**src/mem_pkg.sv**
```systemverilog
// ~~~~~~~~~~~~~~~~~~~~~~~~~~~~~~~~~~~~~~~~~~~~~~~~~
// memory operation, request and result types
// shared by all load/store stages
// ~~~~~~~~~~~~~~~~~~~~~~~~~~~~~~~~~~~~~~~~~~~~~~~~~
package mem_pkg;

  typedef enum logic [1:0] {
    BYTE     = 2'd0,
    HALFWORD = 2'd1,
    WORD     = 2'd2
  } mem_width_t;

  // decoded operation, registered by the decode stage
  typedef struct packed {
    logic              valid;
    logic              is_store;
    mem_width_t        width;
    logic              sign_extend;
    logic [4:0]        rd;
    logic [31:0]       base;
    logic signed [11:0] offset;
  } mem_op_t;

  // address kept at 32 bits, the memory uses the low part
  typedef struct packed {
    logic        valid;
    logic        write_enable;
    mem_width_t  width;
    logic        sign_extend;
    logic [4:0]  rd;
    logic [31:0] address;
    logic [31:0] data;
  } mem_req_t;

  typedef struct packed {
    logic        valid;
    logic [4:0]  rd;
    logic [31:0] data;
  } wb_t;

  typedef enum logic [1:0] {
    NONE       = 2'd0,
    MISALIGNED = 2'd1,
    ILLEGAL    = 2'd2
  } fault_kind_t;

  typedef struct packed {
    logic        valid;
    fault_kind_t kind;
  } fault_t;

endpackage

```
**src/lsu_result.sv**
```systemverilog
// ~~~~~~~~~~~~~~~~~~~~~~~~~~~~~~~~~~~~~~~~~~~~~~~~~
// last stage, registers the load writeback or the
// fault for the request in execute
// ~~~~~~~~~~~~~~~~~~~~~~~~~~~~~~~~~~~~~~~~~~~~~~~~~
`timescale 1ns/1ps

module lsu_result
  import mem_pkg::*;
(
  input  logic        clk,
  input  logic        rst_n,
  input  mem_req_t    req,
  input  logic        illegal,
  input  logic [31:0] data_out,
  input  logic        alignment_error,
  output wb_t         wb,
  output fault_t      fault
);

  wb_t    wb_next;
  fault_t fault_next;
  logic   misaligned;

  assign misaligned = req.valid && alignment_error;

  always_comb begin
    wb_next = '0;
    fault_next = '0;
    if (illegal) begin
      fault_next.valid = 1'b1;
      fault_next.kind = ILLEGAL;
    end else if (misaligned) begin
      // a store lands here too, its lanes are already written
      fault_next.valid = 1'b1;
      fault_next.kind = MISALIGNED;
    end else if (req.valid && !req.write_enable && req.rd != 5'd0) begin
      wb_next.valid = 1'b1;
      wb_next.rd = req.rd;
      wb_next.data = data_out;
    end
  end

  always_ff @(posedge clk) begin
    if (!rst_n) begin
      wb.valid <= 1'b0;
      fault <= '0;
    end else begin
      wb <= wb_next;
      fault <= fault_next;
    end
  end

  // decode never flags an illegal op in a live slot
  a_illegal_not_valid: assert property (
    @(posedge clk) disable iff (!rst_n) !(illegal && req.valid)
  ) else $error("illegal op arrived with a valid request");

endmodule

```
**config.mk**
```make
export PLATFORM = sky130hd
export DESIGN_NAME = lsu_result
export DESIGN_NICKNAME = d
export VERILOG_FILES = /design/src/mem_pkg.sv /design/src/lsu_result.sv
export SDC_FILE = /design/constraint.sdc
export NUM_CORES = 1
export LEC_CHECK = 0
export ABC_AREA = 1
export ABC_CLOCK_PERIOD_IN_PS = 920
export BUFFER_PORTS_ARGS = -buffer_cell sky130_fd_sc_hd__buf_2
export CELL_PAD_IN_SITES_DETAIL_PLACEMENT = 0
export CELL_PAD_IN_SITES_GLOBAL_PLACEMENT = 1
export CORE_MARGIN = 1
export CORE_UTILIZATION = 23
export CTS_CLUSTER_SIZE = 8
export DETAILED_ROUTE_END_ITERATION = 7
export PLACE_DENSITY = 0.84
export SYNTH_ARGS = -nofsm -noshare
export SYNTH_HDL_FRONTEND = slang
export SYNTH_SLANG_ARGS = --single-unit
```
**constraint.sdc**
```tcl
create_clock -name clk -period 0.92 [get_ports clk]
set_clock_uncertainty 0.05 [all_clocks]
set_input_delay 0.046 -clock clk [delete_from_list [all_inputs] [get_ports clk]]
set_output_delay 0.046 -clock clk [all_outputs]
set_load 0.005 [all_outputs]
```
==> run summary <==
largest cells by area after synthesis = edfxtp_1, inv_1, nor2_4
die height = 87.5 microns
via count = 1,202
Nets = 345
total power draw = 3.76 mW
first-pass GRT wire length = 5090 microns
WP data arrival = 0.81 ns
Layout Cells excl Fill = 332
Boundary Pins = 151
number of max-cap violations = 0
antenna violations before repair = 1
RSZ-0062 raised after global routing = yes
GPL Wtd Cong = 0.747
critical path startpoint = wb[15]
CTS tree = built
die area = 7660 sq um
CP Data Required Time = 0.82 ns
Slew @ Worst Pin = 0.164 ns
Cell Area, Synth = 1680 sq um
clock power share = 31.0%
CP cell instances = buf_2
CP Launch Type = register
Reg power frac = 57.5%
number of global-route vias before repair = 1,158
Placed Cells = 319
status = completed
Reg area = 1190 sq um
initial DRC count = 27
via density per instance = 3.62
start point of the worst min-delay path = data_out[17]
post_cts resized = 0
row count = 30
dpl hpwl = 2540 microns
combinational fraction of design power = 11.5%
post-CTS setup buffers = 0
Peak VDD IR = 424 uV
Area growth syn-to-layout = 44.2%
setup_tns = 0 ns
Yosys top cell area share = 66.0%
root buf cell = clkbuf_8
clock sinks = 41
Final Hold Viols = 0
Setup CP Type = register to primary output
clock-pin slew on the worst setup and hold paths = 0.08 ns
CP top delay family = flip-flops
sequential-to-total area share from yosys stat = 70.8%
setup slack after layout = 0.0166 ns
syn_area_per_cell = 12.5 sq um
Yosys cell types = 15
Slew Viols, Final = 0
CTS Buf Count = 5
multi-input logic area = 293 sq um
Core ar. = 6940 sq um
H-tree levels = 2
Post-Synthesis Cells = 135
Slew headroom = 89.0%
Worst Setup End Kind = primary output
Post-Route WL = 3360 microns
switching part of the total power = 23.4%
Power Internal = 2.88 mW
period utilisation layout = 98.2%
CP max FO = 1
# fillers = 726
Antenna Nets Post-Route = 0
CP Buf/Inv Count = 1
drt pass-1 iters = 4
grt ovf = 0
pwr/cell area = 1550 nW/um^2
Yosys warning count = 0
switching power = 0.880 mW
initial core utilization = 24.2%
share of cells above drive strength 1 = 52.1%
highest clock rate = 1110 MHz
#FFs+latches synth = 41
total track usage = 9.04%
Leak = 1.17 nW
chip width = 87.5 microns
post-route minimum period = 0.903 ns
final setup fails = 0
hold slack final = 0.00565 ns
largest net degree at the start of global routing = 22
ant diodes = 0
slowest cell on the critical path = edfxtp_1
CTS Buffer Depth = 2
largest area contributor in the netlist = edfxtp_1
Post-route DRC = 0
max incr delay on CP = 0.38 ns
PortBufs = 83
Hold Crit Class = primary input to register
Synth Net Count = 245
dpl ws = -0.149 ns
DR WL/cell = 10.1 microns
[cell type report]
class / instances / area share (%)
sequential: 41 / 49.1
timing repair buffer: 97 / 24.0
multi-input combinational: 49 / 12.1
inverter: 41 / 6.34
tap: 96 / 4.95
clock buffer: 5 / 2.84
clock inverter: 3 / 0.722
[per-layer routing]
layer,vias to the layer above,global-route usage (%),wire (microns)
met2,59,15.2,1550
met1,539,9.80,1440
met3,5,4.05,318
met4,0,4.17,53
met5,-,0,0
li1,599,-,-
[kinds of logic after synthesis]
kind of cell	share of synthesized area, %
AO/OA/AOI/OAI	0.297
flip-flops	70.8
buffers and inverters	12.0
AND/OR/NAND/NOR	17.0
[through the flow]
stage	utilization, %	instance area (sq um)
after CTS	35.0	2430
after global routing	35.0	2430
after detailed placement	33.0	2290
after floorplan	-	1680
after global placement	33.0	2290
final	35.0	2430
[synthesized netlist by cell type]
master,instances
a21oi_1,1
buf_12,1
buf_2,1
buf_6,2
dfxtp_1,4
edfxtp_1,37
inv_1,40
inv_2,1
nand2_1,4
nand2_2,1
nand3_1,1
nor2_1,21
nor2_2,10
nor2_4,10
nor3_1,1
[layout by cell type, fill, tap and decap left out, drive strengths merged]
cell	netlist	routed
buf	4	92
inv	41	41
nor2	41	41
edfxtp	37	37
clkbuf	0	5
dlygate4sd3	0	5
nand2	5	5
dfxtp	4	4
clkinv	0	2
nand3	1	1
a21oi	1	1
nor3	1	1
clkinvlp	0	1
[flip-flops by register name (all words and copies together), names as in the netlist]
name,flops
fault,3
wb,38
[path summary, 6_finish.rpt]
| path | cells past startpoint | slack [ns] | to |
|---|---|---|---|
| worst max-delay path | 1 | 0.02 | wb[15] |
| worst min-delay path | 3 | 0.006 | wb[17] |
[what timing repair did]
item | CTS | global route
hold buffers | 5 | 0
pin swaps | 0 | 0
hold endpoints to repair | 6 | 0
setup endpoints to repair | 1 | 27
[power by group through the flow]
stage | Clock, mW | Combinational, mW | Sequential, mW
after floorplan | 0 | 0.118 | 2.23
after global placement | 0 | 0.419 | 2.21
after detailed placement | 0 | 0.425 | 2.21
after CTS | 1.21 | 0.442 | 2.17
after global routing | 1.28 | 0.482 | 2.18
final | 1.17 | 0.432 | 2.17
Note: power is estimated with default switching activity, not from simulation.
