==> config.mk <==
export PLATFORM = sky130hd
export DESIGN_NAME = lsu_decode
export DESIGN_NICKNAME = d
export VERILOG_FILES = /design/src/isa_pkg.sv /design/src/mem_pkg.sv /design/src/lsu_decode.sv
export SDC_FILE = /design/constraint.sdc
export NUM_CORES = 1
export LEC_CHECK = 0
export BUFFER_PORTS_ARGS = -buffer_cell sky130_fd_sc_hd__buf_4
export CAP_MARGIN = 5
export CORE_MARGIN = 2
export CORE_UTILIZATION = 43
export CTS_CLUSTER_DIAMETER = 50
export DETAILED_ROUTE_END_ITERATION = 8
export PLACE_DENSITY = 0.95
export SLEW_MARGIN = 15
export SYNTH_ARGS = -nofsm -noshare
export SYNTH_HDL_FRONTEND = slang
export SYNTH_SLANG_ARGS = --single-unit
==> constraint.sdc <==
create_clock -name clk -period 1.7 [get_ports clk]
set_clock_uncertainty 0.05 [all_clocks]
set_input_delay 0.17 -clock clk [delete_from_list [all_inputs] [get_ports clk]]
set_output_delay 0.17 -clock clk [all_outputs]
set_load 0.01 [all_outputs]
==> src/isa_pkg.sv <==
// ~~~~~~~~~~~~~~~~~~~~~~~~~~~~~~~~~~~~~~~~~~~~~~~~~
// RV32I instruction formats for the load/store path,
// imported by the decode stage and the top level
// ~~~~~~~~~~~~~~~~~~~~~~~~~~~~~~~~~~~~~~~~~~~~~~~~~
package isa_pkg;

  // major opcodes handled by this path
  localparam logic [6:0] opcode_load  = 7'b0000011;
  localparam logic [6:0] opcode_store = 7'b0100011;

  typedef logic [2:0] funct3_t;

  // load widths
  localparam funct3_t funct3_lb  = 3'b000;
  localparam funct3_t funct3_lh  = 3'b001;
  localparam funct3_t funct3_lw  = 3'b010;
  localparam funct3_t funct3_lbu = 3'b100;
  localparam funct3_t funct3_lhu = 3'b101;

  // store widths
  localparam funct3_t funct3_sb = 3'b000;
  localparam funct3_t funct3_sh = 3'b001;
  localparam funct3_t funct3_sw = 3'b010;

  typedef struct packed {
    logic [11:0] imm;
    logic [4:0]  rs1;
    funct3_t     funct3;
    logic [4:0]  rd;
    logic [6:0]  opcode;
  } itype_t;

  // immediate split around rs2 and rs1
  typedef struct packed {
    logic [6:0] imm_hi;
    logic [4:0] rs2;
    logic [4:0] rs1;
    funct3_t    funct3;
    logic [4:0] imm_lo;
    logic [6:0] opcode;
  } stype_t;

  // one word, read as I-type for loads and S-type for stores
  typedef union packed {
    itype_t i;
    stype_t s;
  } instr_u;

endpackage

==> src/mem_pkg.sv <==
// ~~~~~~~~~~~~~~~~~~~~~~~~~~~~~~~~~~~~~~~~~~~~~~~~~
// memory operation, request and result types
// shared by all load/store stages
// ~~~~~~~~~~~~~~~~~~~~~~~~~~~~~~~~~~~~~~~~~~~~~~~~~
package mem_pkg;

  typedef enum logic [1:0] {
    BYTE     = 2'd0,
    HALFWORD = 2'd1,
    WORD     = 2'd2
  } mem_width_t;

  // decoded operation, registered by the decode stage
  typedef struct packed {
    logic              valid;
    logic              is_store;
    mem_width_t        width;
    logic              sign_extend;
    logic [4:0]        rd;
    logic [31:0]       base;
    logic signed [11:0] offset;
  } mem_op_t;

  // address kept at 32 bits, the memory uses the low part
  typedef struct packed {
    logic        valid;
    logic        write_enable;
    mem_width_t  width;
    logic        sign_extend;
    logic [4:0]  rd;
    logic [31:0] address;
    logic [31:0] data;
  } mem_req_t;

  typedef struct packed {
    logic        valid;
    logic [4:0]  rd;
    logic [31:0] data;
  } wb_t;

  typedef enum logic [1:0] {
    NONE       = 2'd0,
    MISALIGNED = 2'd1,
    ILLEGAL    = 2'd2
  } fault_kind_t;

  typedef struct packed {
    logic        valid;
    fault_kind_t kind;
  } fault_t;

endpackage

==> src/lsu_decode.sv <==
// ~~~~~~~~~~~~~~~~~~~~~~~~~~~~~~~~~~~~~~~~~~~~~~~~~
// first stage, registers an instruction and turns
// it into a memory operation or an illegal flag
// ~~~~~~~~~~~~~~~~~~~~~~~~~~~~~~~~~~~~~~~~~~~~~~~~~
`timescale 1ns/1ps

module lsu_decode
  import isa_pkg::*;
  import mem_pkg::*;
(
  input  logic        clk,
  input  logic        rst_n,
  input  logic        instr_valid,
  input  instr_u      instr,
  input  logic [31:0] rs1_value,
  input  logic [31:0] rs2_value,
  output mem_op_t     op,
  output logic [31:0] store_data,
  output logic        illegal
);

  mem_op_t op_next;
  logic    legal;

  always_comb begin
    op_next = '0;
    legal = 1'b0;
    op_next.base = rs1_value;
    case (instr.i.opcode)
      opcode_load: begin
        op_next.rd = instr.i.rd;
        op_next.offset = instr.i.imm;
        legal = 1'b1;
        case (instr.i.funct3)
          funct3_lb: begin
            op_next.width = BYTE;
            op_next.sign_extend = 1'b1;
          end
          funct3_lh: begin
            op_next.width = HALFWORD;
            op_next.sign_extend = 1'b1;
          end
          funct3_lw:  op_next.width = WORD;
          funct3_lbu: op_next.width = BYTE;
          funct3_lhu: op_next.width = HALFWORD;
          default:    legal = 1'b0;
        endcase
      end
      opcode_store: begin
        // rd stays 0, the rd bits hold imm[4:0] here
        op_next.is_store = 1'b1;
        op_next.offset = {instr.s.imm_hi, instr.s.imm_lo};
        legal = 1'b1;
        case (instr.s.funct3)
          funct3_sb: op_next.width = BYTE;
          funct3_sh: op_next.width = HALFWORD;
          funct3_sw: op_next.width = WORD;
          default:   legal = 1'b0;
        endcase
      end
      default: legal = 1'b0;
    endcase
    op_next.valid = instr_valid && legal;
  end

  always_ff @(posedge clk) begin
    if (!rst_n) begin
      op.valid <= 1'b0;
      illegal <= 1'b0;
    end else begin
      op <= op_next;
      illegal <= instr_valid && !legal;
    end
    store_data <= rs2_value;
  end

endmodule

==> reports/results.ini <==
[status]
outcome=finished clean

[logic_synthesis]
yosysTopAreaCell=edfxtp_1
synth_edf_count=53
synth.distinct_cells=18
syn_nets=225
synth.most_common_cell=edfxtp_1
yosys_register_bits=87
synth_warnings=0
synthTopCellsByCount=edfxtp_1, dfxtp_1, and2_1
syn_area_per_cell_um2=20.40
synthCells=126
synth_ff_type=edfxtp_1
yosysTopAreaCellShare=0.6193
synthTopCellsByArea=edfxtp_1, dfxtp_1, and2_1
synthArstFlopShare=0
synth_seq_area_share=0.8841
synthesis.area_um2=2570

[setup_path]
path_max_fanout=1
crit_type=reg2out
crit_buf_inv=1
crit_path_max_incr_delay_ns=0.45
worstSetupEndpointType=output pin
crit_arrival_ns=0.97
path_delay_family=flip-flops
slowest_stage=edfxtp_1
start_kind=flip-flop
crit_path_cell_trace=buf_4
required_ns=1.48

[routing]
ant_nets=0
dr.pass1.iters=4
dr_total_vias=2148
wl_per_cell_um=19.77
routed_wl_um=9095
routed_via_density=4.670
drc_errors=0
initialDrtViolationCount=126

[sta]
maxSlewHeadroom=0.7262
drv_slew=0
setup_slack_ns=0.5053
final-hold-violation-count=0
tightestPinTransition_ns=0.4097
timing.fmax_mhz=837.0
fin_crit_sh=0.7028
post-route-min-period_ns=1.195
setup_viol=0
grt_setup_unrepaired=false
setup_tns_ns=0

[grt]
grt_pass1_vias=2241
grt_max_degree=28
grtUsageTotal=0.2675
antenna_found_initial=0
grt_overflow_total=0
grt_pass1_wl_um=12190

[flow_run]
maxCapViolations=0

[cts]
cts.clk_slew.worst_paths_ns=0.10
cts_root_buffer=clkbuf_8
numCtsBuffers=9
post_cts_buffers=0
ctsHoldBuffers=64
cts_sinks=87
cts_resized=0
cts.path.max_buffers=2
cts_max_level=3
cts_tree=built

[placed_design]
portBuffers=180
place.gp.congestion=0.7309
place_ws_ns=0.3507
dp.cells=380
dp_hpwl_um=5183

[final_layout]
regArea_um2=2272
nets=479
nFillCells=273
multi_input_area_um2=267.8
diodes=0
area_growth_pct=87.97
finalNonFillerCells=460
drive_above_1_share=0.5377

[floorplanning]
core-area_um2=5851
die_x_um=81.31
dieArea_um2=6611
initial_core_util=0.4393
dieHeight_um=81.31
rows=28
io_pins=186

[pwr]
max-vdd-ir-drop_v=0.0006399
finalPower_mw=4.417
p_per_area_nw_per_um2=914.4
leakage_nw=2.151

[min_path]
hold_class=in2reg

report_power, final:
part | switching [mW] | total (mW) | internal, mW
Combinational | 0.249 | 0.649 | 0.399
Sequential | 0.0477 | 2.42 | 2.37
Clock | 0.801 | 1.35 | 0.550
registers in the layout, summed over array words and instances (netlist names):
| name | cells |
|---|---|
| op | 54 |
| store_data | 32 |
| illegal | 1 |
logic make-up (layout without fill, tap and decap cells):
| kind of cell | Yosys count | count (layout) | share of synthesized area |
|---|---|---|---|
| AO/OA/AOI/OAI | 2 | 2 | 0.005841 |
| buffers and inverters | 3 | 262 | 0.01168 |
| flip-flops | 87 | 87 | 0.8841 |
| multiplexers | 5 | 5 | 0.01947 |
| AND/OR/NAND/NOR | 29 | 29 | 0.07887 |
stage by stage:
stage | area, um^2 | hold WS (ns) | utilization
final | 4831 | 0.04139 | 0.8257
after CTS | 4831 | 0.03111 | 0.8257
after floorplan | 2570 | 0.1477 | -
after global placement | 4013 | 0.2246 | 0.6858
after global routing | 4831 | 0.04787 | 0.8257
after detailed placement | 4013 | 0.2256 | 0.6858
layout by cell type, fill, tap and decap left out, drive strengths merged:
master	n
dlygate4sd3	64
inv	4
edfxtp	53
buf	182
and4	1
nor4	1
clkbuf	9
and3	2
clkinv	3
nor3	1
nor2	9
dfxtp	34
mux2i	5
and2	8
nand2	1
a21oi	1
nand4	1
nor3b	5
o21ba	1
layer usage:
metal  vias to the layer above  wire length [um]  GRT usage
met2                       127              4931     0.4738
met3                        30               779    0.08667
li1                        962                 -          -
met4                         0               377     0.1542
met1                      1029              3006     0.2750
met5                         -                 0          0
worst paths after layout:
check | from | to | slack [ns] | cells past startpoint
worst max-delay path | op[23] | op[23] | 0.51 | 1
worst min-delay path | instr_valid | op[53] | 0.04 | 3
cell type report:
cell class | instances | share of cell area
Sequential cell | 87 | 0.4703
Timing Repair Buffer | 246 | 0.4180
Multi-Input combinational cell | 36 | 0.05543
Clock buffer | 9 | 0.02564
Tap cell | 75 | 0.01943
Clock inverter | 7 | 0.01114
Note: power is estimated with default switching activity, not from simulation.
