===== src/mem_pkg.sv =====
// ~~~~~~~~~~~~~~~~~~~~~~~~~~~~~~~~~~~~~~~~~~~~~~~~~
// memory operation, request and result types
// shared by all load/store stages
// ~~~~~~~~~~~~~~~~~~~~~~~~~~~~~~~~~~~~~~~~~~~~~~~~~
package mem_pkg;

  typedef enum logic [1:0] {
    BYTE     = 2'd0,
    HALFWORD = 2'd1,
    WORD     = 2'd2
  } mem_width_t;

  // decoded operation, registered by the decode stage
  typedef struct packed {
    logic              valid;
    logic              is_store;
    mem_width_t        width;
    logic              sign_extend;
    logic [4:0]        rd;
    logic [31:0]       base;
    logic signed [11:0] offset;
  } mem_op_t;

  // address kept at 32 bits, the memory uses the low part
  typedef struct packed {
    logic        valid;
    logic        write_enable;
    mem_width_t  width;
    logic        sign_extend;
    logic [4:0]  rd;
    logic [31:0] address;
    logic [31:0] data;
  } mem_req_t;

  typedef struct packed {
    logic        valid;
    logic [4:0]  rd;
    logic [31:0] data;
  } wb_t;

  typedef enum logic [1:0] {
    NONE       = 2'd0,
    MISALIGNED = 2'd1,
    ILLEGAL    = 2'd2
  } fault_kind_t;

  typedef struct packed {
    logic        valid;
    fault_kind_t kind;
  } fault_t;

endpackage


===== src/lsu_execute.sv =====
// ~~~~~~~~~~~~~~~~~~~~~~~~~~~~~~~~~~~~~~~~~~~~~~~~~
// address stage, combinational, feeds the data
// memory and the result stage in the same cycle
// ~~~~~~~~~~~~~~~~~~~~~~~~~~~~~~~~~~~~~~~~~~~~~~~~~
`timescale 1ns/1ps

module lsu_execute
  import mem_pkg::*;
(
  input  mem_op_t     op,
  input  logic [31:0] store_data,
  output mem_req_t    req
);

  logic [31:0] offset_ext;

  // 12-bit immediate widened to the address size
  assign offset_ext = {{20{op.offset[11]}}, op.offset};

  always_comb begin
    req.valid = op.valid;
    req.write_enable = op.valid && op.is_store;
    req.width = op.width;
    req.sign_extend = op.sign_extend;
    req.rd = op.rd;
    req.address = op.base + offset_ext;
    req.data = store_data;
  end

endmodule


===== config.mk =====
export PLATFORM = sky130hd
export DESIGN_NAME = lsu_execute
export DESIGN_NICKNAME = d
export VERILOG_FILES = /design/src/mem_pkg.sv /design/src/lsu_execute.sv
export SDC_FILE = /design/constraint.sdc
export NUM_CORES = 1
export LEC_CHECK = 0
export ABC_CLOCK_PERIOD_IN_PS = 3150
export BUFFER_PORTS_ARGS = -buffer_cell sky130_fd_sc_hd__buf_2
export CELL_PAD_IN_SITES_DETAIL_PLACEMENT = 1
export CELL_PAD_IN_SITES_GLOBAL_PLACEMENT = 1
export CORE_MARGIN = 3
export CORE_UTILIZATION = 27
export DETAILED_ROUTE_END_ITERATION = 7
export GPL_TIMING_DRIVEN = 0
export PLACE_DENSITY = 0.93
export SLEW_MARGIN = 20
export SYNTH_ARGS = -nofsm -noshare
export SYNTH_HDL_FRONTEND = slang
export SYNTH_SLANG_ARGS = --single-unit

===== constraint.sdc =====
create_clock -name vclk -period 3.15
set_input_delay 0.315 -clock vclk [all_inputs]
set_output_delay 0.315 -clock vclk [all_outputs]
set_load 0.1 [all_outputs]

==> impl_metrics.toml, run 1 <==
[critical_path]
worstPathCellList = "buf_2 > ha_1 > fa_1 > a21o_1 > a31o_1 > a21o_1 > a21oi_1 > o21bai_1 > a21oi_1 > xnor2_1 > buf_4"
cp.arrival_ns = 2.70
crit_path_start = "op[0]"
crit_required_ns = 2.83
cp_slowest_cell = "fa_1"
crit_path_max_incr_delay_ns = 0.41
critPathCapture = "req[42]"
start_kind = "input port"
end_kind = "output pin"
critPathKind = "in2out"
worstPathMaxFanout = 4

[floorplanning]
fp.dieH_microns = 93.3
dieArea_sq_mm = 0.00871
coreArea_sq_mm = 0.00733
rows = 31
die_w_microns = 93.3
io_pins = 160
start_util_pct = 28.1

[logic_synthesis]
syn_nets = 400
synthMuxAreaShare_pct = 0.973
synth_top_family_by_area = "compound AO/OA/AOI/OAI gates"
syn_area_sq_mm = 0.00206
syn_avg_cell_area_sq_um = 7.30
yosys_warnings = 0
synth.largest_area_cell = "ha_1"
synthSimpleGateAreaFrac_pct = 15.3
ys_types = 52
synth_top_area_share_pct = 18.8
synth_adder_area_share_pct = 19.8
synth_compound_area_share_pct = 33.7
synth_seq_area_share_pct = 0
yosys-top-cells-area = "ha_1 19%, buf_4 15%, a21oi_1 7.1%, a21o_1 6.9%, xor2_1 6.4%"
synth_xor_xnor_area_share_pct = 11.9
syn_inst = 282

[timing]
setup_viol = 0
fmax_mhz = 332
fin_crit_sh_pct = 95.7
worst_pin_slew_ns = 0.503
slew_headroom_pct = 66.7
finalSetupTns_ns = 0
rsz0062_at_grt = "yes"
hold_viol_final = 0
finalCriticalPeriod_ns = 3.01
drv_slew = 0
holdWs_ns = 1.01

[power]
total_power_mw = 1.55
powerDensity_mw_per_mm2 = 512
p_leak_nw = 1.57
ir_drop_mv = 0.295
switching_share_pct = 77.7
internal_power_mw = 0.344
p_sw_mw = 1.20
seqPwrFrac_pct = 0
power_frac_comb_pct = 100.0
pwr-share-clk_pct = 0

[cells_and_area]
fin_util_pct = 41.2
layout-drive-gt1-share_pct = 50.2
areaGrowthSynthToFinish_pct = 46.6
ff_latch_area_sq_um = 0
clkbuf_count = 0
final_nets = 520
fillers = 962
num_antenna_cells = 0
mostFrequentLayoutCells = "112 x buf_2, 47 x buf_4, 30 x ha_1"
final_common_cell = "buf_2"
multiInputGateArea_sq_mm = 0.00187
finalNonFillerCells = 499
seq_cell_count = 0

[route]
first_iter_violations = 79
drtPass1Iterations = 4
routed_wl_microns = 7090
drc = 0
wire_per_inst_microns = 14.2
vias = 2490
ant_nets = 0
vias_per_cell = 4.99

[placement]
dp_cells = 501
dp_hpwl_microns = 6240
io_buffers = 120
globalplace.congestion = 0.781

[outcome]
status = "finished clean"

[global_routing]
grt_pass1_vias = 2549
overflow = 0
grt_max_degree = 22
grt_pass1_wl_microns = 11400
antenna_found_initial = 0
grt_usage_pct = 15.3

[hold_path]
hold_class = "in2out"

[clocking]
cts_hold_buffers = 0

[job]
drv_cap = 0
==> power by group through the flow <==
stage	registers, mW	logic [mW]	clock network (mW)
after CTS	0	1.54	0
after global routing	0	1.62	0
after floorplan	0	1.28	0
final	0	1.55	0
after global placement	0	1.48	0
after detailed placement	0	1.50	0
==> cell usage after synthesis, drive strengths merged, types with 2 or more instances <==
cell     n
nor4     2
nor3     3
a31oi    4
nand3   10
xnor2   13
clkbuf   6
o21bai   5
a211oi   3
buf     45
o311ai   2
o21ai   15
a21o    19
nand4    7
nand2b   2
xor2    15
inv      7
mux2i    2
ha      31
o221ai   2
a311oi   2
nor2    12
a21oi   29
o21a     2
nand2   19
o211ai   3
and3     2
or2      3
==> cell families (layout without fill, tap and decap cells) <==
logic type                 Yosys count  count (layout)
muxes                                2               2
xor gates and xnor gates            28              28
adders and majority gates           32              32
buffers and inverters               58             176
AOI/OAI and AO/OA                   97              97
and+or+nand+nor                     65              65
==> cell type report <==
class,instances,area share (%)
timing repair buffer,120,21.6
buffer,49,11.4
multi-input combinational,224,62.0
tap,99,4.10
inverter,7,0.871
==> critical path, delay by kind of cell <==
family / cells / cell delay [ns]
AO/OA/AOI/OAI: 6 / 1.21
XOR/XNOR: 1 / 0.14
adder cells (fa/ha/maj): 2 / 0.63
buffers and inverters: 2 / 0.41
==> what timing repair did <==
item | in CTS | in global routing
setup endpoints to repair | 13 | 10
buffers inserted | 0 | 0
pin swaps | 1 | 4
gates resized for setup | 19 | 13
==> per-layer routing <==
layer	share of wire [%]	vias up	wire, microns	track usage, %
li1	-	1227	-	-
met1	42	1159	2970	19.2
met2	52	100	3680	30.0
met3	5.7	4	405	0.724
met4	0.59	0	42	0.855
met5	0	-	0	0
==> per-stage QoR <==
step | setup slack (ns) | cell area, sq um
after floorplan | -0.358 | 2180
after global placement | -0.424 | 2910
after CTS | 0.0332 | 2970
after global routing | -0.00338 | 3020
final | 0.135 | 3020
after detailed placement | -0.515 | 2910
==> how the worst min path moves through the flow <==
stage | depth (start not counted) | start | slack [ns] | to
finish | 2 | op[50] | 1.01 | req[70]
CTS | 2 | op[50] | 1.01 | req[70]
global route | 2 | store_data[28] | 1.02 | req[28]
global placement | 2 | store_data[30] | 1.01 | req[30]
detailed placement | 2 | op[50] | 1.01 | req[70]
floorplan | 1 | store_data[0] | 0.84 | req[0]
No activity file was read; power rests on OpenSTA's default activity.
==> run 2: changes to the inputs <==
--- a/config.mk
+++ b/config.mk
@@ -5,16 +5,16 @@
 export SDC_FILE = /design/constraint.sdc
 export NUM_CORES = 1
 export LEC_CHECK = 0
+export ABC_AREA = 1
 export ABC_CLOCK_PERIOD_IN_PS = 3150
 export BUFFER_PORTS_ARGS = -buffer_cell sky130_fd_sc_hd__buf_2
 export CELL_PAD_IN_SITES_DETAIL_PLACEMENT = 1
 export CELL_PAD_IN_SITES_GLOBAL_PLACEMENT = 1
 export CORE_MARGIN = 3
-export CORE_UTILIZATION = 27
+export CORE_UTILIZATION = 28
 export DETAILED_ROUTE_END_ITERATION = 7
 export GPL_TIMING_DRIVEN = 0
 export PLACE_DENSITY = 0.93
-export SLEW_MARGIN = 20
 export SYNTH_ARGS = -nofsm -noshare
 export SYNTH_HDL_FRONTEND = slang
 export SYNTH_SLANG_ARGS = --single-unit
==> run 2 against run 1 <==
Against the previous run:
- synthesized cell count up 90%
- largest cell class unchanged
- sequential cell count unchanged
- non-clock buffer count down 8
- final area up 15%
- area after synthesis up 31%
- routed wire length up 33%
- worst hold slack about the same
- via count up 38%
- sequential share of layout area unchanged
==> impl_metrics.toml, run 2 <==
[hold_path]
hold_class = "in2out"

[global_routing]
gr-usage-met1_pct = 19.8
grt_usage_pct = 16.2
met3_usage_pct = 1.24
grt_max_degree = 22
overflow = 0
grt_use_met2_pct = 31.2
antenna_found_initial = 3
grt_pass1_wl_microns = 15200
top_usage_layer = "met2"
grt_pass1_vias = 3446

[cells_and_area]
fin_util_pct = 37.3
final_common_cell = "nand2_1"
fillers = 1379
ff_latch_area_sq_um = 0
multiInputGateArea_sq_mm = 0.00198
finalNonFillerCells = 788
mostFrequentLayoutCells = "222 x nand2_1, 120 x buf_2, 110 x inv_1"
layout-drive-gt1-share_pct = 28.8
areaGrowthSynthToFinish_pct = 28.7
seq_cell_count = 0
final_nets = 777
clkbuf_count = 0

[logic_synthesis]
yosys_warnings = 0
synth_top_area_share_pct = 30.9
yosys-top-cells-area = "nand2_1 31%, inv_1 15%, ha_1 14%, buf_4 11%, nor2_1 5.3%"
ys_types = 21
syn_inst = 537
synth.largest_area_cell = "nand2_1"
synth_seq_area_share_pct = 0
synth_common_cells = "222 x nand2_1, 110 x inv_1, 41 x buf_4, 38 x nor2_1, 31 x ha_1"
post-synth-top-count-cell = "nand2_1"
syn_avg_cell_area_sq_um = 5.03
syn_nets = 655
syn_area_sq_mm = 0.00270

[route]
drtPass1Iterations = 4
vias = 3448
wire_per_inst_microns = 11.9
first_iter_violations = 79
routed_wl_microns = 9400
vias_per_cell = 4.38
ant_nets = 0
drc = 0

[timing]
fmax_mhz = 371
holdWs_ns = 1.01
drv_slew = 0
finalCriticalPeriod_ns = 2.69
hold_viol_final = 0
slew_headroom_pct = 66.2
fin_crit_sh_pct = 85.5
setup_viol = 0
worst_pin_slew_ns = 0.510
finalSetupTns_ns = 0
rsz0062_at_grt = "no"

[power]
pwr-share-clk_pct = 0
p_leak_nw = 2.40
ir_drop_mv = 0.186
switching_share_pct = 80.8
powerDensity_mw_per_mm2 = 417
p_sw_mw = 1.17
total_power_mw = 1.45
internal_power_mw = 0.279
seqPwrFrac_pct = 0
power_frac_comb_pct = 100.0

[critical_path]
cp.arrival_ns = 2.38
end_kind = "output pin"
critPathKind = "in2out"
worstPathMaxFanout = 21
critPathCapture = "req[53]"
start_kind = "input port"
crit_path_start = "op[11]"
crit_required_ns = 2.83

[floorplanning]
rows = 35
start_util_pct = 28.9
dieArea_sq_mm = 0.0109
coreArea_sq_mm = 0.00933
die_w_microns = 104
io_pins = 160
fp.dieH_microns = 104

[placement]
dp_cells = 786
dp_hpwl_microns = 8640
io_buffers = 120
globalplace.congestion = 0.958

[clocking]
cts_resized = 0
postCtsSetupBuffers = 0
cts_hold_buffers = 0

[outcome]
status = "finished clean"

[job]
drv_cap = 0
run 2: cell types whose count changed in the layout (fill, tap and decap cells not counted), moves of 13 or more:
cell	delta
nand2_1	+203
inv_1	+104
nand3_1	+13
a21o_1	-18
nor2_1	+26
nand2_2	+14
run 2: cell type report:
cell class / count / area share (%)
antenna: 2 / 0.144
buffer: 41 / 8.86
inverter: 113 / 12.2
multi-input combinational: 383 / 56.9
tap: 129 / 4.65
timing repair buffer: 120 / 17.3
run 2: worst min-delay path by stage:
stage / start / endpoint / slack [ns] / cells past startpoint
after global placement: op[50] / req[70] / 1.01 / 2
after CTS: store_data[31] / req[31] / 1.01 / 2
after global routing: store_data[4] / req[4] / 1.02 / 2
final: store_data[31] / req[31] / 1.01 / 2
after detailed placement: store_data[31] / req[31] / 1.01 / 2
after floorplan: store_data[0] / req[0] / 0.84 / 1
run 2: per-stage QoR:
| step | instance area, sq um | worst slack [ns] |
|---|---|---|
| detailed placement | 3470 | 0.449 |
| floorplan | 2710 | 0.0221 |
| global placement | 3470 | 0.459 |
| finish | 3470 | 0.456 |
| CTS | 3470 | 0.449 |
| global route | 3470 | 0.263 |
run 2: power by group through the flow:
stage	combinational [mW]	sequential [mW]	clock [mW]
after detailed placement	1.45	0	0
after global routing	1.53	0	0.0000000849
after global placement	1.43	0	0
after floorplan	1.21	0	0
after CTS	1.45	0	0
final	1.45	0	0.0000000849
run 2: worst max-delay path: stages:
cell and delay, ns:
buf_2 0.37, ha_1 0.40, nand2_2 0.14, inv_2 0.04
nand2_1 0.07, inv_1 0.07, a21oi_1 0.18, nand2_2 0.10
nand2_1 0.09, nand3_1 0.07, nand2_1 0.10, buf_2 0.43
run 2: cells by family after synthesis:
| kind of cell | after synthesis | synth area share, % |
|---|---|---|
| fa+ha+maj | 32 | 15.1 |
| simple gates | 312 | 47.9 |
| buf+inv | 154 | 27.1 |
| compound gates | 23 | 4.68 |
| xor+xnor | 16 | 5.19 |
run 2: per-layer routing:
layer  vias to the layer above  routed length, microns
met1                      1539                    4020
li1                       1801                       -
met4                         2                     184
met3                        16                     398
met5                         -                      13
met2                        90                    4780
